[config.mk]
export PLATFORM = sky130hd
export DESIGN_NAME = board_specific_top
export DESIGN_NICKNAME = d
export VERILOG_FILES = /design/src/board_pkg.sv /design/src/board_specific_top.sv /design/src/tm1638_board_controller.sv /design/src/lab_top.sv /design/src/seven_seg_encoder.sv /design/src/slow_tick_gen.sv
export SDC_FILE = /design/constraint.sdc
export NUM_CORES = 1
export LEC_CHECK = 0
export BUFFER_PORTS_ARGS = -buffer_cell sky130_fd_sc_hd__clkbuf_2
export CAP_MARGIN = 20
export CORE_MARGIN = 2
export CORE_UTILIZATION = 50
export CTS_CLUSTER_DIAMETER = 120
export DETAILED_ROUTE_END_ITERATION = 6
export PLACE_DENSITY_LB_ADDON = 0.3
export SLEW_MARGIN = 20
export SYNTH_ARGS = -nofsm -noshare
export SYNTH_HDL_FRONTEND = slang
export SYNTH_SLANG_ARGS = --single-unit
export TNS_END_PERCENT = 10
[constraint.sdc]
create_clock -name CLK -period 8.1 [get_ports CLK]
set_input_delay 2.43 -clock CLK [delete_from_list [all_inputs] [get_ports CLK]]
set_output_delay 2.43 -clock CLK [all_outputs]
set_load 0.01 [all_outputs]
[src/board_pkg.sv]
`default_nettype none

package board_pkg;

    // Front panel geometry
    localparam int w_tm_digit = 8;
    localparam int w_tm_led   = 8;
    localparam int w_tm_key   = 8;

    localparam logic [7:0] tm_cmd_write_auto = 8'h40;  // Data command, auto-increment write
    localparam logic [7:0] tm_cmd_read_keys  = 8'h42;  // Data command, key scan read
    localparam logic [7:0] tm_cmd_addr0      = 8'hC0;  // Address command, start at 0
    localparam logic [7:0] tm_cmd_display_on = 8'h8F;  // Display on, brightness 7 of 7

    localparam int w_count = 32;  // Eight hex digits

    // Segment patterns, bit 7 is segment a and bit 0 is the decimal point
    localparam logic [7:0] seg_font [16] = '{
        8'hFC,  // 0
        8'h60,  // 1
        8'hDA,  // 2
        8'hF2,  // 3
        8'h66,  // 4
        8'hB6,  // 5
        8'hBE,  // 6
        8'hE0,  // 7
        8'hFE,  // 8
        8'hF6,  // 9
        8'hEE,  // A
        8'h3E,  // b
        8'h9C,  // C
        8'h7A,  // d
        8'h9E,  // E
        8'h8E   // F
    };

endpackage

`default_nettype wire
[src/board_specific_top.sv]
`default_nettype none

module board_specific_top
#(
    parameter clk_mhz            = 100,
              slow_tick_hz       = 1,
              tm_half_bit_cycles = 10,
              w_key              = 3,   // The last key is the board reset
              w_sw               = 2,
              w_led              = 2
)
(
    input  wire                 CLK,
    input  wire [w_key - 1:0]   KEY,
    input  wire [w_sw  - 1:0]   SW,
    output wire [w_led - 1:0]   LED,
    output wire                 tm_sio_clk,
    output wire                 tm_sio_stb,
    output wire                 tm_dio_out,
    output wire                 tm_dio_oe,
    input  wire                 tm_dio_in
);

    import board_pkg::*;

    wire clk   = CLK;
    wire reset = ~ KEY[w_key - 1];     // Board buttons are active low

    wire                         tick;
    wire [w_tm_key   - 1:0]      tm_key;
    wire [w_tm_led   - 1:0]      tm_led;
    wire [w_led      - 1:0]      lab_led;
    wire [w_tm_digit - 1:0][7:0] abcdefgh;
    wire [w_tm_digit - 1:0][7:0] hgfedcba;

    slow_tick_gen #(.clk_mhz (clk_mhz), .slow_tick_hz (slow_tick_hz))
    i_slow_tick_gen (.clk (clk), .reset (reset), .tick (tick));

    lab_top
    #(
        .clk_mhz ( clk_mhz ),
        .w_sw    ( w_sw    ),
        .w_led   ( w_led   )
    )
    i_lab_top
    (
        .clk      ( clk      ),
        .reset    ( reset    ),
        .tick     ( tick     ),
        .key      ( tm_key   ),
        .sw       ( SW       ),
        .led      ( lab_led  ),
        .abcdefgh ( abcdefgh ),
        .tm_led   ( tm_led   )
    );

    assign LED = ~ lab_led;            // On-board LEDs light when low

    // The panel wants segment a in bit 0
    for (genvar d = 0; d < w_tm_digit; d++)
    begin : g_digit
        for (genvar b = 0; b < 8; b++)
        begin : g_seg
            assign hgfedcba[d][b] = abcdefgh[d][7 - b];
        end
    end

    tm1638_board_controller
    #(
        .clk_mhz            ( clk_mhz            ),
        .tm_half_bit_cycles ( tm_half_bit_cycles )
    )
    i_tm1638
    (
        .clk      ( clk        ),
        .reset    ( reset      ),
        .hgfedcba ( hgfedcba   ),
        .tm_led   ( tm_led     ),
        .tm_key   ( tm_key     ),
        .sio_clk  ( tm_sio_clk ),
        .sio_stb  ( tm_sio_stb ),
        .dio_out  ( tm_dio_out ),
        .dio_oe   ( tm_dio_oe  ),
        .dio_in   ( tm_dio_in  )
    );

endmodule

`default_nettype wire

[src/tm1638_board_controller.sv]
`default_nettype none

module tm1638_board_controller
#(
    parameter clk_mhz            = 100,
              tm_half_bit_cycles = 10
)
(
    input  wire                                        clk,
    input  wire                                        reset,
    input  wire  [board_pkg::w_tm_digit - 1:0][7:0]    hgfedcba,
    input  wire  [board_pkg::w_tm_led   - 1:0]         tm_led,
    output logic [board_pkg::w_tm_key   - 1:0]         tm_key,
    output logic                                       sio_clk,
    output logic                                       sio_stb,
    output logic                                       dio_out,
    output logic                                       dio_oe,
    input  wire                                        dio_in
);

    import board_pkg::*;

    // A zero setting falls back to one microsecond per half bit
    localparam int half_cycles = tm_half_bit_cycles > 0 ? tm_half_bit_cycles : clk_mhz;
    localparam int w_phase     = half_cycles > 1 ? $clog2(half_cycles) : 1;

    // Byte positions inside one frame of 24 bytes
    localparam logic [4:0] byte_addr     = 5'd1;
    localparam logic [4:0] byte_last_led = 5'd17;
    localparam logic [4:0] byte_disp     = 5'd18;
    localparam logic [4:0] byte_read     = 5'd19;
    localparam logic [4:0] byte_first_in = 5'd20;
    localparam logic [4:0] byte_last     = 5'd23;

    typedef enum logic [1:0]
    {
        st_gap,    // Strobe high between commands
        st_start,  // Strobe low, clock still high
        st_low,
        st_high
    } state_t;

    state_t                       state;
    logic [w_phase - 1:0]         phase;
    logic                         half_end;
    logic                         gap_second;
    logic [2:0]                   bit_idx;
    logic [4:0]                   byte_idx;
    logic [4:0]                   load_idx;
    logic [3:0]                   slot;
    logic [7:0]                   load_byte;
    logic                         cmd_end;
    logic [7:0]                   tx;
    logic [31:0]                  rx;        // Four key bytes, first bit ends up in bit 0
    logic                         keys_done;
    logic [w_tm_key - 1:0]        key_map;
    logic [w_tm_digit - 1:0][7:0] digit_lat;
    logic [w_tm_led - 1:0]        led_lat;

    assign half_end = (phase == w_phase'(half_cycles - 1));

    always_ff @(posedge clk)
    begin
        if (reset || half_end)
            phase <= '0;
        else
            phase <= phase + 1'b1;
    end

    // The first byte of a command comes from byte_idx, later ones from the next slot
    assign load_idx = (state == st_start) ? byte_idx : byte_idx + 5'd1;
    assign slot     = 4'(load_idx - 5'd2);
    assign cmd_end  = (byte_idx == 5'd0) || (byte_idx == byte_last_led)
                   || (byte_idx == byte_disp) || (byte_idx == byte_last);

    always_comb
    begin
        case (load_idx)
            5'd0:      load_byte = tm_cmd_write_auto;
            byte_addr: load_byte = tm_cmd_addr0;
            byte_disp: load_byte = tm_cmd_display_on;
            byte_read: load_byte = tm_cmd_read_keys;
            default:
                if (load_idx > byte_last_led)
                    load_byte = 8'hFF;                      // Key bytes, line left high
                else if (slot[0])
                    load_byte = {7'd0, led_lat[slot[3:1]]};
                else
                    load_byte = digit_lat[slot[3:1]];
        endcase
    end

    // Even keys sit in bit 0 of a key byte, odd keys in bit 4
    for (genvar k = 0; k < w_tm_key; k++)
    begin : g_key_map
        assign key_map[k] = rx[(k / 2) * 8 + (k % 2) * 4];
    end

    always_ff @(posedge clk)
    begin
        if (reset)
        begin
            state      <= st_gap;
            gap_second <= 1'b0;
            bit_idx    <= '0;
            byte_idx   <= '0;
            keys_done  <= 1'b0;
            sio_clk    <= 1'b1;
            sio_stb    <= 1'b1;
            dio_out    <= 1'b1;
            dio_oe     <= 1'b1;
        end
        else
        begin
            keys_done <= 1'b0;

            if (half_end)
            begin
                case (state)
                    st_gap:
                    begin
                        gap_second <= ~ gap_second;

                        if (gap_second)
                        begin
                            state   <= st_start;
                            sio_stb <= 1'b0;
                        end
                    end
                    st_start:
                    begin
                        state   <= st_low;
                        sio_clk <= 1'b0;
                        bit_idx <= '0;
                        dio_out <= load_byte[0];
                        dio_oe  <= (load_idx < byte_first_in);
                    end
                    st_low:
                    begin
                        state     <= st_high;
                        sio_clk   <= 1'b1;   // Panel samples here, and so do we on key reads
                        keys_done <= (byte_idx == byte_last) && (bit_idx == 3'd7);
                    end
                    st_high:
                    begin
                        if (bit_idx != 3'd7)
                        begin
                            state   <= st_low;
                            sio_clk <= 1'b0;
                            bit_idx <= bit_idx + 3'd1;
                            dio_out <= tx[1];
                        end
                        else if (!cmd_end)
                        begin
                            state    <= st_low;
                            sio_clk  <= 1'b0;
                            bit_idx  <= '0;
                            byte_idx <= load_idx;
                            dio_out  <= load_byte[0];
                            dio_oe   <= (load_idx < byte_first_in);
                        end
                        else
                        begin
                            state    <= st_gap;
                            sio_stb  <= 1'b1;
                            dio_out  <= 1'b1;
                            dio_oe   <= 1'b1;
                            byte_idx <= (byte_idx == byte_last) ? 5'd0 : load_idx;
                        end
                    end
                    default:
                        state <= st_gap;
                endcase
            end
        end
    end

    always_ff @(posedge clk)
    begin
        // Snapshot the panel contents as the write command of a new frame begins
        if (half_end && state == st_gap && gap_second && byte_idx == 5'd0)
        begin
            digit_lat <= hgfedcba;
            led_lat   <= tm_led;
        end

        if (half_end && (state == st_start || (state == st_high && bit_idx == 3'd7)))
            tx <= load_byte;
        else if (half_end && state == st_high)
            tx <= tx >> 1;

        if (half_end && state == st_low && byte_idx >= byte_first_in)
            rx <= {dio_in, rx[31:1]};
    end

    always_ff @(posedge clk)
    begin
        if (reset)
            tm_key <= '0;
        else if (keys_done)
            tm_key <= key_map;
    end

endmodule

`default_nettype wire

[src/lab_top.sv]
`default_nettype none

module lab_top
#(
    parameter clk_mhz = 100,
              w_sw    = 2,
              w_led   = 2
)
(
    input  wire                                        clk,
    input  wire                                        reset,
    input  wire                                        tick,
    input  wire  [board_pkg::w_tm_key - 1:0]           key,
    input  wire  [w_sw - 1:0]                          sw,
    output wire  [w_led - 1:0]                         led,
    output wire  [board_pkg::w_tm_digit - 1:0][7:0]    abcdefgh,
    output wire  [board_pkg::w_tm_led - 1:0]           tm_led
);

    import board_pkg::*;

    // The lab needs both switches, a real clock and no more LEDs than count bits
    if (clk_mhz < 1 || w_sw < 2 || w_led > w_count)
    begin : g_bad_config
        $error("lab_top: unsupported clk_mhz, w_sw or w_led");
    end

    logic [w_tm_key - 1:0] key_r;     // Key state from the previous cycle
    logic [w_tm_key - 1:0] key_rise;
    logic [w_count  - 1:0] count;
    logic [w_count  - 1:0] step;

    assign key_rise = key & ~ key_r;

    // Events in the same cycle add up
    always_comb
    begin
        step = '0;

        if (key_rise[0])
            step = step + w_count'(1);

        if (key_rise[1])
            step = step + w_count'(16);

        if (tick && sw[0])
            step = step + w_count'(1);  // Slow ticks count only when enabled
    end

    always_ff @(posedge clk)
    begin
        if (reset)
        begin
            key_r <= '0;
            count <= '0;
        end
        else
        begin
            key_r <= key;

            if (key_rise[w_tm_key - 1])
                count <= '0;            // The last key clears and wins over any add
            else
                count <= count + step;
        end
    end

    seven_seg_encoder i_seven_seg_encoder
    (
        .clk           ( clk      ),
        .reset         ( reset    ),
        .value         ( count    ),
        .blank_leading ( sw[1]    ),
        .abcdefgh      ( abcdefgh )
    );

    assign tm_led = key_r;
    assign led    = count[w_led - 1:0];

endmodule

`default_nettype wire

[src/seven_seg_encoder.sv]
`default_nettype none

module seven_seg_encoder
(
    input  wire                                        clk,
    input  wire                                        reset,
    input  wire  [board_pkg::w_count - 1:0]            value,
    input  wire                                        blank_leading,
    output logic [board_pkg::w_tm_digit - 1:0][7:0]    abcdefgh
);

    import board_pkg::*;

    logic [w_tm_digit - 1:0][7:0] seg_next;
    logic                         leading;  // Still inside the run of leading zeros

    // Walk from the most significant digit down, digit 0 always shows
    always_comb
    begin
        leading = blank_leading;

        for (int i = w_tm_digit - 1; i >= 0; i--)
        begin
            leading = leading && (i != 0) && (value[i * 4 +: 4] == 4'd0);

            if (leading)
                seg_next[i] = 8'h00;
            else
                seg_next[i] = seg_font[value[i * 4 +: 4]];
        end
    end

    always_ff @(posedge clk)
    begin
        if (reset)
            abcdefgh <= '0;
        else
            abcdefgh <= seg_next;
    end

endmodule

`default_nettype wire

[src/slow_tick_gen.sv]
`default_nettype none

module slow_tick_gen
#(
    parameter clk_mhz      = 100,
              slow_tick_hz = 1
)
(
    input  wire  clk,
    input  wire  reset,
    output logic tick
);

    // Number of clk cycles between two ticks
    localparam int unsigned divisor = clk_mhz * 1000000 / slow_tick_hz;
    localparam int          w_cnt   = divisor > 1 ? $clog2(divisor) : 1;

    logic [w_cnt - 1:0] cnt;

    always_ff @(posedge clk)
    begin
        if (reset)
        begin
            cnt  <= w_cnt'(divisor - 1);
            tick <= 1'b0;
        end
        else if (cnt == '0)
        begin
            // Reload and pulse for exactly one cycle
            cnt  <= w_cnt'(divisor - 1);
            tick <= 1'b1;
        end
        else
        begin
            cnt  <= cnt - 1'b1;
            tick <= 1'b0;
        end
    end

endmodule

`default_nettype wire

; ---- After elaboration in Yosys (flattened, before gate mapping)
; Memory sizes are Yosys's and may differ from the RTL's. A register that Yosys moved wholly into a read port is not among the register bits.
; Index checks and enable logic that the tools add are counted.
[totals]
elab_cells = 168
register_bits = 208
memories = 8
in_bits = 7
romBits = 1024
out_inout_bits = 6
[classes]
reduce_logical = 56
mux = 36
n_eq_ne = 16
magnitude_cmp = 4
add_sub_neg = 8
bitwise = 14
[memory_table]
columns = name, depth, width, rd, rd_ports_with_merged_regs, wr, line
row1 = (no name shown), 16, 8, 1, 1, 0, seven_seg_encoder.sv:29  ; seg_next[i] = seg_font[value[i * 4 +: 4]];
row2 = (no name shown), 16, 8, 1, 1, 0, seven_seg_encoder.sv:29
row3 = (no name shown), 16, 8, 1, 1, 0, seven_seg_encoder.sv:29
row4 = (no name shown), 16, 8, 1, 1, 0, seven_seg_encoder.sv:29
row5 = (no name shown), 16, 8, 1, 1, 0, seven_seg_encoder.sv:29
row6 = (no name shown), 16, 8, 1, 1, 0, seven_seg_encoder.sv:29
row7 = +2 memories, n/a, n/a, n/a, n/a, n/a, n/a
[op_table]
columns = op, n
row1 = two-way mux 32 bit, 2
row2 = two-way mux 8 bit, 5
row3 = NOT 4 -> 5 bit, 8
row4 = adder 32 x 1 -> 32 bit (second input constant), 1
row5 = adder 32 bit, 1
row6 = case mux 8 bit (4 select lines), 1
row7 = zero test 4 bit, 7
row8 = zero test 27 bit, 1
row9 = subtractor 27 x 1 -> 27 bit (second input constant), 1
row10 = == test 5 bit (second input constant), 5
row11 = binary-select mux 8 bit (select 3 bit), 1
row12 = OR reduction 2 bit, 9
row13 = logical AND 1 bit, 17
row14 = two-way mux 5 bit, 3
row15 = AND reduction 3 bit, 5
row16 = two-way mux 1 bit, 12
row17 = zero test 5 bit, 2
row18 = AND 8 bit, 1
row19 = NOT 8 bit, 1
row20 = case mux 2 bit (4 select lines), 1
row21 = adder 1 x 5 -> 6 bit (second input constant), 1
row22 = two-way mux 2 bit, 3
row23 = two-way mux 3 bit, 2
row24 = inequality test 3 bit (second input constant), 2
row25 = 28 further kinds, 42

; ---- Logic depth before layout (Yosys ltp)
; Gate-level depths: netlist of run 1.
[depth]
depth_word = 11
ltp_mapped = 12
depth_no_buf = 10

; ---- Modules after synthesis
; A second synthesis of run 1 with hierarchy kept.
[hier_totals]
hier_cells = 1084
hier_area_um2 = 12126.6
[modules_own_cells]
columns = mod, seq_area_each_um2, cells_each, n_inst, area_per_inst_um2
row1 = tm1638_board_controller, 3893.7, 356, 1, 5529.1
row2 = seven_seg_encoder, 1121.1, 379, 1, 3438.3
row3 = lab_top, 800.8, 203, 1, 1836.8
row4 = slow_tick_gen, 560.5, 143, 1, 1311.3
row5 = board_specific_top, 0.0, 3, 1, 11.3

; ---- Least setup slack after synthesis of run 1
; OpenSTA, ideal clock, no wires.
[synth_path]
path_type = reg-to-reg
startpoint = register i_tm1638.phase[0]
endpoint = register i_tm1638.digit_lat[0] (netlist bit), enable pin
path_stages_with_launch = 4
slack_ps = 531
required_ps = 7456
synth_period_minus_slack_ps = 7569
setup_ps = 644
arrival_time_ps = 6925
path_cell_list = dfxtp_1 ha_1 nand3b_1 nor4_1
[synth_between]
elab_chain_cells = 4
[synth_rtl]
columns = element, line
row1 = start: declaration, tm1638_board_controller.sv:44  ; logic [w_phase - 1:0] phase;
row2 = start signal: assignment, tm1638_board_controller.sv:67  ; phase <= phase + 1'b1;
row3 = == test 4 bit, tm1638_board_controller.sv:60  ; assign half_end = (phase == w_phase'(half_cycles - 1));
row4 = logical AND 1 bit (3 in a row), tm1638_board_controller.sv:181  ; if (half_end && state == st_gap && gap_second && byte_idx == 5'd0)
row5 = end signal: assignment, tm1638_board_controller.sv:183  ; digit_lat <= hgfedcba;
row6 = end: declaration, tm1638_board_controller.sv:57  ; logic [w_tm_digit - 1:0][7:0] digit_lat;
; No other way between the ends.
; A chain may end at the register's enable or synchronous reset.

; ---- Worst setup path in the final report of run 1
[layout_path]
startpoint = input SW[0]
endpoint = register i_lab_top.count[30]
[layout_between]
elab_chain_cells = 3
[layout_rtl]
columns = element, line
row1 = start: declaration, board_specific_top.sv:15  ; input wire [w_sw - 1:0] SW,
row2 = logical AND 1 bit, lab_top.sv:46  ; if (tick && sw[0])
row3 = two-way mux 32 bit, lab_top.sv:46
row4 = adder 32 bit, lab_top.sv:64  ; count <= count + step;
row5 = end signal: assignment, lab_top.sv:64
row6 = end: declaration, lab_top.sv:30  ; logic [w_count - 1:0] count;
; No other way between the ends.

==> reports/metrics.yaml, run 1 <==
outcome: "completed"
syn_inst: 1053
rsz0062_at_grt: "no"
io_pins: 13
cp_num_buf_inv: 1
final.period_utilization_pct: 59.96
n_fill_cell: 1868
clockBufferDepth: 3
numCtsBuffers: 26
max_freq_ghz: 0.2059
avgRoutedWirePerCell_um: 15.06
path_clk_slew_ps: 60
r2r_slack_ps: 4550
powerDensity_nw_per_um2: 205.9
grt_max_degree: 65
synth_edf_count: 103
synthDistinctLibCells: 72
synthTopCellsByCount: "dfxtp_1 (152), nor2_1 (113), edfxtp_1 (103)"
core-area_um2: 22640
startpoint: "SW[0]"
drc: 0
placementRows: 55
drtIter0Drc: 537
antenna_found_initial: 0
path_depth: 11
synth.most_common_cell: "dfxtp_1"
crit_type: "input port to register"
die_x_um: 155.7
hp-class: "register to register"
cts-htree-levels: 1
tightestPinTransition_ps: 1024
wirelength_um: 20410
cts_sinks: 255
syn_area_per_cell_um2: 10.93
hold_depth: 0
cts-root-buf: "clkbuf_16"
cp_top_family: "simple AND/OR/NAND/NOR gates"
setup_tns_ps: 0
synth.cell_area_um2: 11510
cts_tree: "done"
ys_seq_area_share_pct: 53.31
clock_latency_ps: 540
drv_cap: 0
synthFlopType: "dfxtp_1"
area_growth_pct: 10.25
yosysWarnings: 0
multi_input_comb_area_um2: 5025
seq_area_um2: 6136
setup_viol: 0
initial_core_util_pct: 50.84
period_needed_ps: 4857
dr.pass1.iters: 5
postPlaceCellArea_um2: 11790
hold_start: "i_lab_top.i_seven_seg_encoder.abcdefgh[37]$_SDFF_PP0_"
crit_path_start_kind: "input port"
power.leakage_nw: 4.615
fp.dieH_um: 155.7
crit_chain: "clkbuf_2 -> and2_1 -> ha_1 -> ha_1 -> fa_1 -> a41oi_1 -> nor4b_2 -> nand4_1 -> nor2_1 -> nand4_1 -> mux2_2"
slew_viol_final: 0
path_max_fanout: 5
reg2reg_from: "i_tm1638.state[0]$_SDFFE_PN0P_"
grt_pass1_vias: 6822
post-cts-setup-buffers: 0
drive_gt1_share_pct: 9.346
synthTopCellsByArea: "edfxtp_1 (27%), dfxtp_1 (26%), ha_1 (7.5%)"
port_buffers: 10
syn_nets: 1130
end_kind: "register"
grt_remaining_overflow: 0
via_per_inst: 5.421
final_nets: 1127
reg2reg_depth: 9
synthArstFlopShare_pct: 0
gp_congestion: 0.8158
hold_buffers: 0
skew_ps: 30.34
cp.arrival_ps: 5270
num_antenna_cells: 0
grtUsageTotal_pct: 16.89
hpwlAfterDp_um: 13860
cp.required_ps: 8510
fin_area_um2: 12690
synth.top_cell.area_share_pct: 26.87
dieArea_um2: 24250
synth-seq-cells: 255
finalHoldViolCount: 0
vias: 7346
relSlewSlack_pct: 30.67
cts_resized: 0
synth_largest_area_cell: "edfxtp_1"
irDropWorstVdd_mv: 0.1743
grt_pass1_wl_um: 33660
antenna_left: 0
cp_slowest_cell: "nor4b_2"
cp_slowest_stage_delay_ps: 590
-- layer usage --
layer | global-route usage [%] | vias to the layer above | routed length [µm]
met1 | 23.86 | 3483 | 9912
met2 | 27.35 | 120 | 9358
li1 | - | 3719 | -
met5 | 0 | - | 0
met4 | 4.150 | 0 | 309
met3 | 2.778 | 24 | 825
-- cells in the final DEF (no fill, tap or decap), types with 4 or more instances in the layout --
| cell | netlist | routed |
|---|---|---|
| dfxtp_1 | 152 | 152 |
| nor2_1 | 113 | 113 |
| edfxtp_1 | 103 | 103 |
| nand2_1 | 101 | 101 |
| ha_1 | 69 | 69 |
| inv_1 | 48 | 48 |
| a21oi_1 | 34 | 34 |
| nand3_1 | 30 | 30 |
| nor2b_1 | 30 | 29 |
| o21ai_0 | 29 | 29 |
| xnor2_1 | 27 | 27 |
| clkbuf_16 | 0 | 27 |
| xor2_1 | 23 | 23 |
| mux4_2 | 20 | 20 |
| nor3_1 | 20 | 20 |
| a211oi_1 | 20 | 20 |
| and2_1 | 16 | 16 |
| nand2b_1 | 15 | 15 |
| mux2i_1 | 14 | 14 |
| a221oi_1 | 14 | 14 |
| a31oi_1 | 12 | 12 |
| nand4_1 | 11 | 11 |
| clkbuf_2 | 0 | 10 |
| nor4_1 | 11 | 9 |
| or3_1 | 7 | 7 |
| a21o_1 | 6 | 6 |
| and3_1 | 6 | 6 |
| a21boi_0 | 5 | 5 |
| buf_4 | 1 | 5 |
| o31ai_1 | 4 | 4 |
| o21ai_1 | 5 | 4 |
| nand3b_1 | 4 | 4 |
| or4_1 | 4 | 4 |
| a311oi_1 | 4 | 4 |
| clkinv_2 | 0 | 4 |
-- where the power goes --
part	internal (mW)	total (mW)	switching, mW	leakage [nW]
combinational	0.0115	0.0326	0.0211	1.99
sequential	1.34	1.35	0.00615	2.18
clock	0.736	1.23	0.494	0.444
-- worst reg2reg max path, cell delays in order, from the launching register on --
cell and delay (ps):
dfxtp_1 620, nor2b_1 540, o21ai_0 260, nand2_1 200, inv_1 60, ha_1 740
mux4_2 460, o21ai_0 100, a21oi_1 100, o22a_1 200
-- logic make-up (layout without fill, tap and decap cells) --
logic type | after synthesis | count (layout) | synth area share [%]
XOR/XNOR | 51 | 51 | 4.000
multiplexers | 37 | 37 | 5.457
AND/OR/NAND/NOR | 383 | 383 | 16.50
flip-flops | 255 | 255 | 53.31
adder cells (fa/ha/maj) | 70 | 70 | 7.675
AO/OA/AOI/OAI | 162 | 162 | 9.860
buffers and inverters | 95 | 112 | 3.196
-- layout make-up --
class                      count  area share, %
clock inverter                15          1.361
clock buffer                  33          5.738
tap                          285          2.810
timing repair buffer          15         0.6902
inverter                      49          1.449
multi-input combinational    703          39.60
sequential                   255          48.35
-- registers in the layout (all words and copies together) (netlist names), 3 cells and up --
signal                                  count
i_lab_top.i_seven_seg_encoder.abcdefgh     56
i_tm1638.byte_idx                           5
i_tm1638.rx                                32
i_tm1638.digit_lat                         56
i_lab_top.tm_led                            8
i_slow_tick_gen.cnt                        27
i_tm1638.tx                                 7
i_tm1638.tm_key                             8
i_tm1638.led_lat                            8
i_lab_top.count                            32
i_tm1638.bit_idx                            3
i_tm1638.phase                              4
-- final timing paths --
| kind | end |
|---|---|
| max reg2reg | i_tm1638.tx[1]$_DFFE_PP_ |
| min reg2reg | i_tm1638.digit_lat[34]$_DFFE_PP_ |
| min | i_tm1638.digit_lat[34]$_DFFE_PP_ |
| max | i_lab_top.count[30]$_SDFF_PP0_ |
-- per-stage QoR --
step,std cells,total power [mW],setup WS (ps),util (%),hold WS [ps]
after floorplan,1053,1.400,531.2,-,384.1
after global placement,1307,1.410,2702,52.06,387.1
after detailed placement,1307,1.412,2688,52.06,388.7
after CTS,1355,2.641,3231,56.04,400.7
after global routing,1355,2.697,3026,56.05,404.0
final,1355,2.613,3243,56.05,399.7
No activity file was read; power rests on OpenSTA's default activity.
==> inputs of run 2 (changes only) <==
==> constraint.sdc (replaced) <==
create_clock -name CLK -period 4.4 [get_ports CLK]
set_input_delay 1.32 -clock CLK [delete_from_list [all_inputs] [get_ports CLK]]
set_output_delay 1.32 -clock CLK [all_outputs]
set_load 0.01 [all_outputs]
==> run 2 against run 1 <==
Clock skew shrank 10 ps. Die area unchanged. Highest routed layer unchanged. Non-clock buffer count is 8 higher. Sequential cell count is the same. Combinational power is 92% higher. Utilization up 0.40 points. Global-route usage increased by 0.38 points. Count of clock-buffer cells in the layout rose by 2. Power increased by 85%. Cell count grew 0.89%. First-iteration DRC count fell by 7.1%.
==> reports/metrics.yaml, run 2 (synthesized netlist as in run 1, its figures left out) <==
grt_max_degree: 65
gp_congestion: 0.8615
drive_gt1_share_pct: 10.26
final_nets: 1137
multi_input_comb_area_um2: 5031
drc: 0
vias: 7360
avgRoutedWirePerCell_um: 15.00
grtUsageTotal_pct: 17.26
cp.required_ps: 4700
dr.pass1.iters: 5
irDropWorstVdd_mv: 0.2639
seq_area_um2: 6136
hpwlAfterDp_um: 14180
r2r_slack_ps: 980
setup_tns_ps: 0
path_clk_slew_ps: 60
antenna_left: 0
post-cts-setup-buffers: 0
grt_pass1_wl_um: 34300
dieArea_um2: 24250
crit_path_start_kind: "register"
drv_cap: 0
relSlewSlack_pct: 36.22
cts_sinks: 255
powerDensity_nw_per_um2: 378.9
max_freq_ghz: 0.2923
placementRows: 55
cp.arrival_ps: 3720
cts_tree: "done"
cts-htree-levels: 1
fp.dieH_um: 155.7
hp-class: "register to register"
port_buffers: 10
die_x_um: 155.7
path_max_fanout: 16
final_common_cell: "dfxtp_1"
mostFrequentLayoutCells: "dfxtp_1 (152), nor2_1 (113), edfxtp_1 (103)"
num_antenna_cells: 0
setup_viol: 0
numCtsBuffers: 28
final_cells: 1367
final_core_util_pct: 56.45
cts-root-buf: "clkbuf_16"
n_fill_cell: 1909
dpl.cell_count: 1315
skew_ps: 20.01
finalHoldViolCount: 0
via_per_inst: 5.384
grt_remaining_overflow: 0
reg_top3: "i_lab_top.i_seven_seg_encoder.abcdefgh x56, i_tm1638.digit_lat x56"
final.period_utilization_pct: 77.75
wirelength_um: 20510
core-area_um2: 22640
tightestPinTransition_ps: 941.9
end_kind: "register"
slew_viol_final: 0
cts_resized: 0
rsz0062_at_grt: "no"
power.leakage_nw: 4.663
hold_buffers: 0
clockBufferDepth: 3
antenna_found_initial: 0
crit_type: "register to register"
place_ws_ps: 423.9
clock_latency_ps: 540
io_pins: 13
outcome: "completed"
period_needed_ps: 3421
area_growth_pct: 11.04
layout_setup_ws_ps: 978.8
drtIter0Drc: 499
initial_core_util_pct: 50.84
grt_pass1_vias: 6999
## run 2: cell count changes in the layout (fill, tap and decap cells not counted), sizes merged
| cell | change |
|---|---|
| inv | +2 |
| buf | +8 |
| clkinv | -1 |
| clkbuf | +2 |
| clkinvlp | +2 |
| bufinv | -1 |
## run 2: layout make-up
cell class                 count  area share, %
timing repair buffer          23          1.155
clock inverter                17          1.312
multi-input combinational    703          39.36
sequential                   255          48.01
clock buffer                  35          5.932
inverter                      49          1.439
tap                          285          2.790
## run 2: report_power, final
group | internal, mW | leakage [nW] | switching [mW]
registers | 2.48 | 2.18 | 0.0108
clock network | 1.35 | 0.454 | 0.941
logic | 0.0224 | 2.03 | 0.0401
total | 3.85 | 4.66 | 0.992
## run 2: critical path: stages, from the launching register on
cell,delay (ps)
dfxtp_1,450
nor2b_1,590
o21ai_0,280
nand2_1,200
inv_1,60
ha_1,750
mux4_2,450
o21ai_0,100
a21oi_1,100
o22a_1,200
## run 2: stage by stage
| stage | cell area (µm²) | power (mW) | hold WS (ps) |
|---|---|---|---|
| 3_3_place_gp | 11860 | 2.598 | 387.0 |
| 4_1_cts | 12780 | 4.894 | 380.5 |
| 5_1_grt | 12780 | 5.007 | 395.1 |
| 2_1_floorplan | 11520 | 2.577 | 384.1 |
| 3_5_place_dp | 11860 | 2.601 | 388.7 |
| 6_report | 12780 | 4.843 | 384.2 |
## run 2: routing by layer
layer  track usage, %  part of all wire [%]  up-vias
li1                 -                     -     3751
met5                0                     0        -
met4            5.374                   2.8        0
met3            2.833                   3.5       45
met2            27.14                    45      117
met1            24.66                    49     3447
## run 2: path summary, 6_finish.rpt
path                                                          from  depth (start not counted)                               end
max                                 i_tm1638.state[1]$_SDFFE_PN0P_                          9          i_tm1638.tx[1]$_DFFE_PP_
min          i_lab_top.i_seven_seg_encoder.abcdefgh[11]$_SDFF_PP0_                          0  i_tm1638.digit_lat[12]$_DFFE_PP_
max reg2reg                         i_tm1638.state[1]$_SDFFE_PN0P_                          9          i_tm1638.tx[1]$_DFFE_PP_
min reg2reg  i_lab_top.i_seven_seg_encoder.abcdefgh[11]$_SDFF_PP0_                          0  i_tm1638.digit_lat[12]$_DFFE_PP_
==> inputs of run 3 (changes only) <==
--- a/config.mk
+++ b/config.mk
@@ -5,6 +5,7 @@
 export SDC_FILE = /design/constraint.sdc
 export NUM_CORES = 1
 export LEC_CHECK = 0
+export ABC_AREA = 1
 export BUFFER_PORTS_ARGS = -buffer_cell sky130_fd_sc_hd__clkbuf_2
 export CAP_MARGIN = 20
 export CORE_MARGIN = 2
==> constraint.sdc (replaced) <==
create_clock -name CLK -period 2.9 [get_ports CLK]
set_input_delay 0.87 -clock CLK [delete_from_list [all_inputs] [get_ports CLK]]
set_output_delay 0.87 -clock CLK [all_outputs]
set_load 0.01 [all_outputs]
==> run 3 against run 2 <==
Utilization grew 1.3 points. Synthesized area grew 1.7%. Count of clock-buffer cells in the layout shrank 3. Via count grew 20%. Synthesized cell count grew 26%. Highest routed layer unchanged. Fmax grew 28%.
==> reports/metrics.yaml, run 3 <==
dr.pass1.iters: 5
cp.required_ps: 3260
setup_viol: 0
tightestPinTransition_ps: 841.3
dieArea_um2: 24640
ys_seq_area_share_pct: 52.44
clock_latency_ps: 530
avgRoutedWirePerCell_um: 14.57
hold_buffers: 0
yosysWarnings: 0
grt_max_degree: 65
drc: 0
skew_ps: 12.88
place_ws_ps: -236.7
startpoint: "i_tm1638.byte_idx[0]$_SDFFE_PN0P_"
use_met2_pct: 34.02
finalHoldViolCount: 0
syn_area_per_cell_um2: 8.831
cts-htree-levels: 1
area_growth_pct: 12.51
synth.top_cell.area_share_pct: 26.43
slew_viol_final: 0
placementRows: 55
outcome: "completed"
synth_largest_area_cell: "edfxtp_1"
cts_sinks: 255
initial_core_util_pct: 51.37
via_per_inst: 5.217
grt_remaining_overflow: 0
post-cts-setup-buffers: 0
synthDistinctLibCells: 52
met1_usage_pct: 27.65
hpwlAfterDp_um: 17620
rsz0062_at_grt: "no"
synthTopCellsByArea: "edfxtp_1 (26%), dfxtp_1 (26%), nand2_1 (8.0%)"
core-area_um2: 22780
busiest_layer: "met2"
synthFlopType: "dfxtp_1"
end_kind: "register"
power.leakage_nw: 5.209
antenna_found_initial: 0
powerDensity_nw_per_um2: 559.0
dpl.cell_count: 1648
io_pins: 13
synth.most_common_cell: "nand2_1"
r2r_slack_ps: 230
crit_path_start_kind: "register"
synthTopCellsByCount: "nand2_1 (248), nor2_1 (169), dfxtp_1 (152)"
fp.dieH_um: 157.0
vias: 8848
wirelength_um: 24720
cts_tree: "done"
numCtsBuffers: 26
synth_edf_count: 103
path_clk_slew_ps: 70
layout_setup_ws_ps: 229.9
hp-class: "register to register"
grtUsageTotal_pct: 20.26
synth-seq-cells: 255
multi_input_comb_area_um2: 4878
n_fill_cell: 1958
gp_congestion: 0.9250
grt_pass1_vias: 8438
drive_gt1_share_pct: 9.906
port_buffers: 10
final_cells: 1696
final.period_utilization_pct: 92.07
hold_start: "i_lab_top.i_seven_seg_encoder.abcdefgh[11]$_SDFF_PP0_"
seq_area_um2: 6136
cts_resized: 0
grt_pass1_wl_um: 40590
die_x_um: 157.0
num_antenna_cells: 0
reg2reg_from: "i_tm1638.byte_idx[0]$_SDFFE_PN0P_"
final_common_cell: "nand2_1"
synth.cell_area_um2: 11700
crit_type: "register to register"
cts-root-buf: "clkbuf_16"
period_needed_ps: 2670
relSlewSlack_pct: 43.85
antenna_left: 0
drv_cap: 0
path_max_fanout: 16
max_freq_ghz: 0.3745
reg_top3: "i_lab_top.i_seven_seg_encoder.abcdefgh x56, i_tm1638.digit_lat x56"
syn_inst: 1325
cp.arrival_ps: 3030
drtIter0Drc: 761
syn_nets: 1402
grt_use_met3_pct: 2.808
clockBufferDepth: 3
final_nets: 1440
synthArstFlopShare_pct: 0
irDropWorstVdd_mv: 0.3581
mostFrequentLayoutCells: "nand2_1 (248), nor2_1 (168), dfxtp_1 (152)"
==> run 3: cell types whose count changed after synthesis, moves of 15 or more <==
| cell | before | now |
|---|---|---|
| inv_1 | 48 | 135 |
| xnor2_1 | 27 | 9 |
| o21ai_0 | 29 | 81 |
| xor2_1 | 23 | 6 |
| nand3_1 | 30 | 62 |
| nand2_1 | 101 | 248 |
| nand2b_1 | 15 | 0 |
| nor2b_1 | 30 | 0 |
| nor2_1 | 113 | 169 |
| mux4_2 | 20 | 0 |
| a21oi_1 | 34 | 94 |
| and2_1 | 16 | 0 |
==> run 3: cell type report <==
cell class / instances / area share (%)
sequential: 255 / 46.61
clock buffer: 32 / 5.341
tap: 313 / 2.975
clock inverter: 16 / 1.559
inverter: 146 / 4.163
multi-input combinational: 892 / 37.06
timing repair buffer: 42 / 2.300
==> run 3: worst max-delay path, cell delays in order, from the launching register on <==
cell,delay [ps]
dfxtp_1,490
inv_1,130
ha_1,370
inv_1,50
nand2_1,70
nand2_2,60
ha_1,340
inv_1,70
buf_4,210
o21ai_0,120
o221ai_1,310
nand4_1,160
o211ai_1,120
==> run 3: cell families (layout without fill, tap and decap cells) <==
| group | count (synthesis) | count (layout) | share of synthesized area, % |
|---|---|---|---|
| XOR/XNOR | 16 | 16 | 1.262 |
| AND/OR/NAND/NOR | 578 | 578 | 21.65 |
| buffers and inverters | 178 | 236 | 6.031 |
| AO/OA/AOI/OAI | 228 | 228 | 11.07 |
| adder cells (fa/ha/maj) | 70 | 70 | 7.549 |
| flip-flops | 255 | 255 | 52.44 |
==> run 3: report_power, final <==
group	switching, mW	leakage (nW)	internal, mW
Clock	1.39	0.451	2.09
Sequential	0.0162	2.19	3.76
Combinational	0.0698	2.57	0.0284
Total	1.48	5.21	5.88
==> run 3: through the flow <==
stage               total power [mW]  util (%)  cell area (µm²)  hold WS (ps)  setup TNS (ps)
floorplan                      3.905         -            11710         385.5               0
global placement               3.944     53.81            12260         386.3           -1365
detailed placement             3.949     53.81            12260         388.7           -2101
CTS                            7.408     57.80            13170         401.9               0
global route                   7.553     57.80            13170         406.4               0
finish                         7.359     57.80            13170         400.2               0
==> run 3: worst paths after layout <==
check                                           to  cells after the start
setup / recovery          i_tm1638.tx[1]$_DFFE_PP_                     12
hold / removal    i_tm1638.digit_lat[12]$_DFFE_PP_                      0
setup reg to reg          i_tm1638.tx[1]$_DFFE_PP_                     12
hold reg to reg   i_tm1638.digit_lat[12]$_DFFE_PP_                      0
==> run 3: routing by layer <==
layer / vias to the layer above / part of all wire [%]
met2: 196 / 47
li1: 4493 / -
met1: 4125 / 47
met4: 0 / 1.8
met5: - / 0
met3: 34 / 4.8
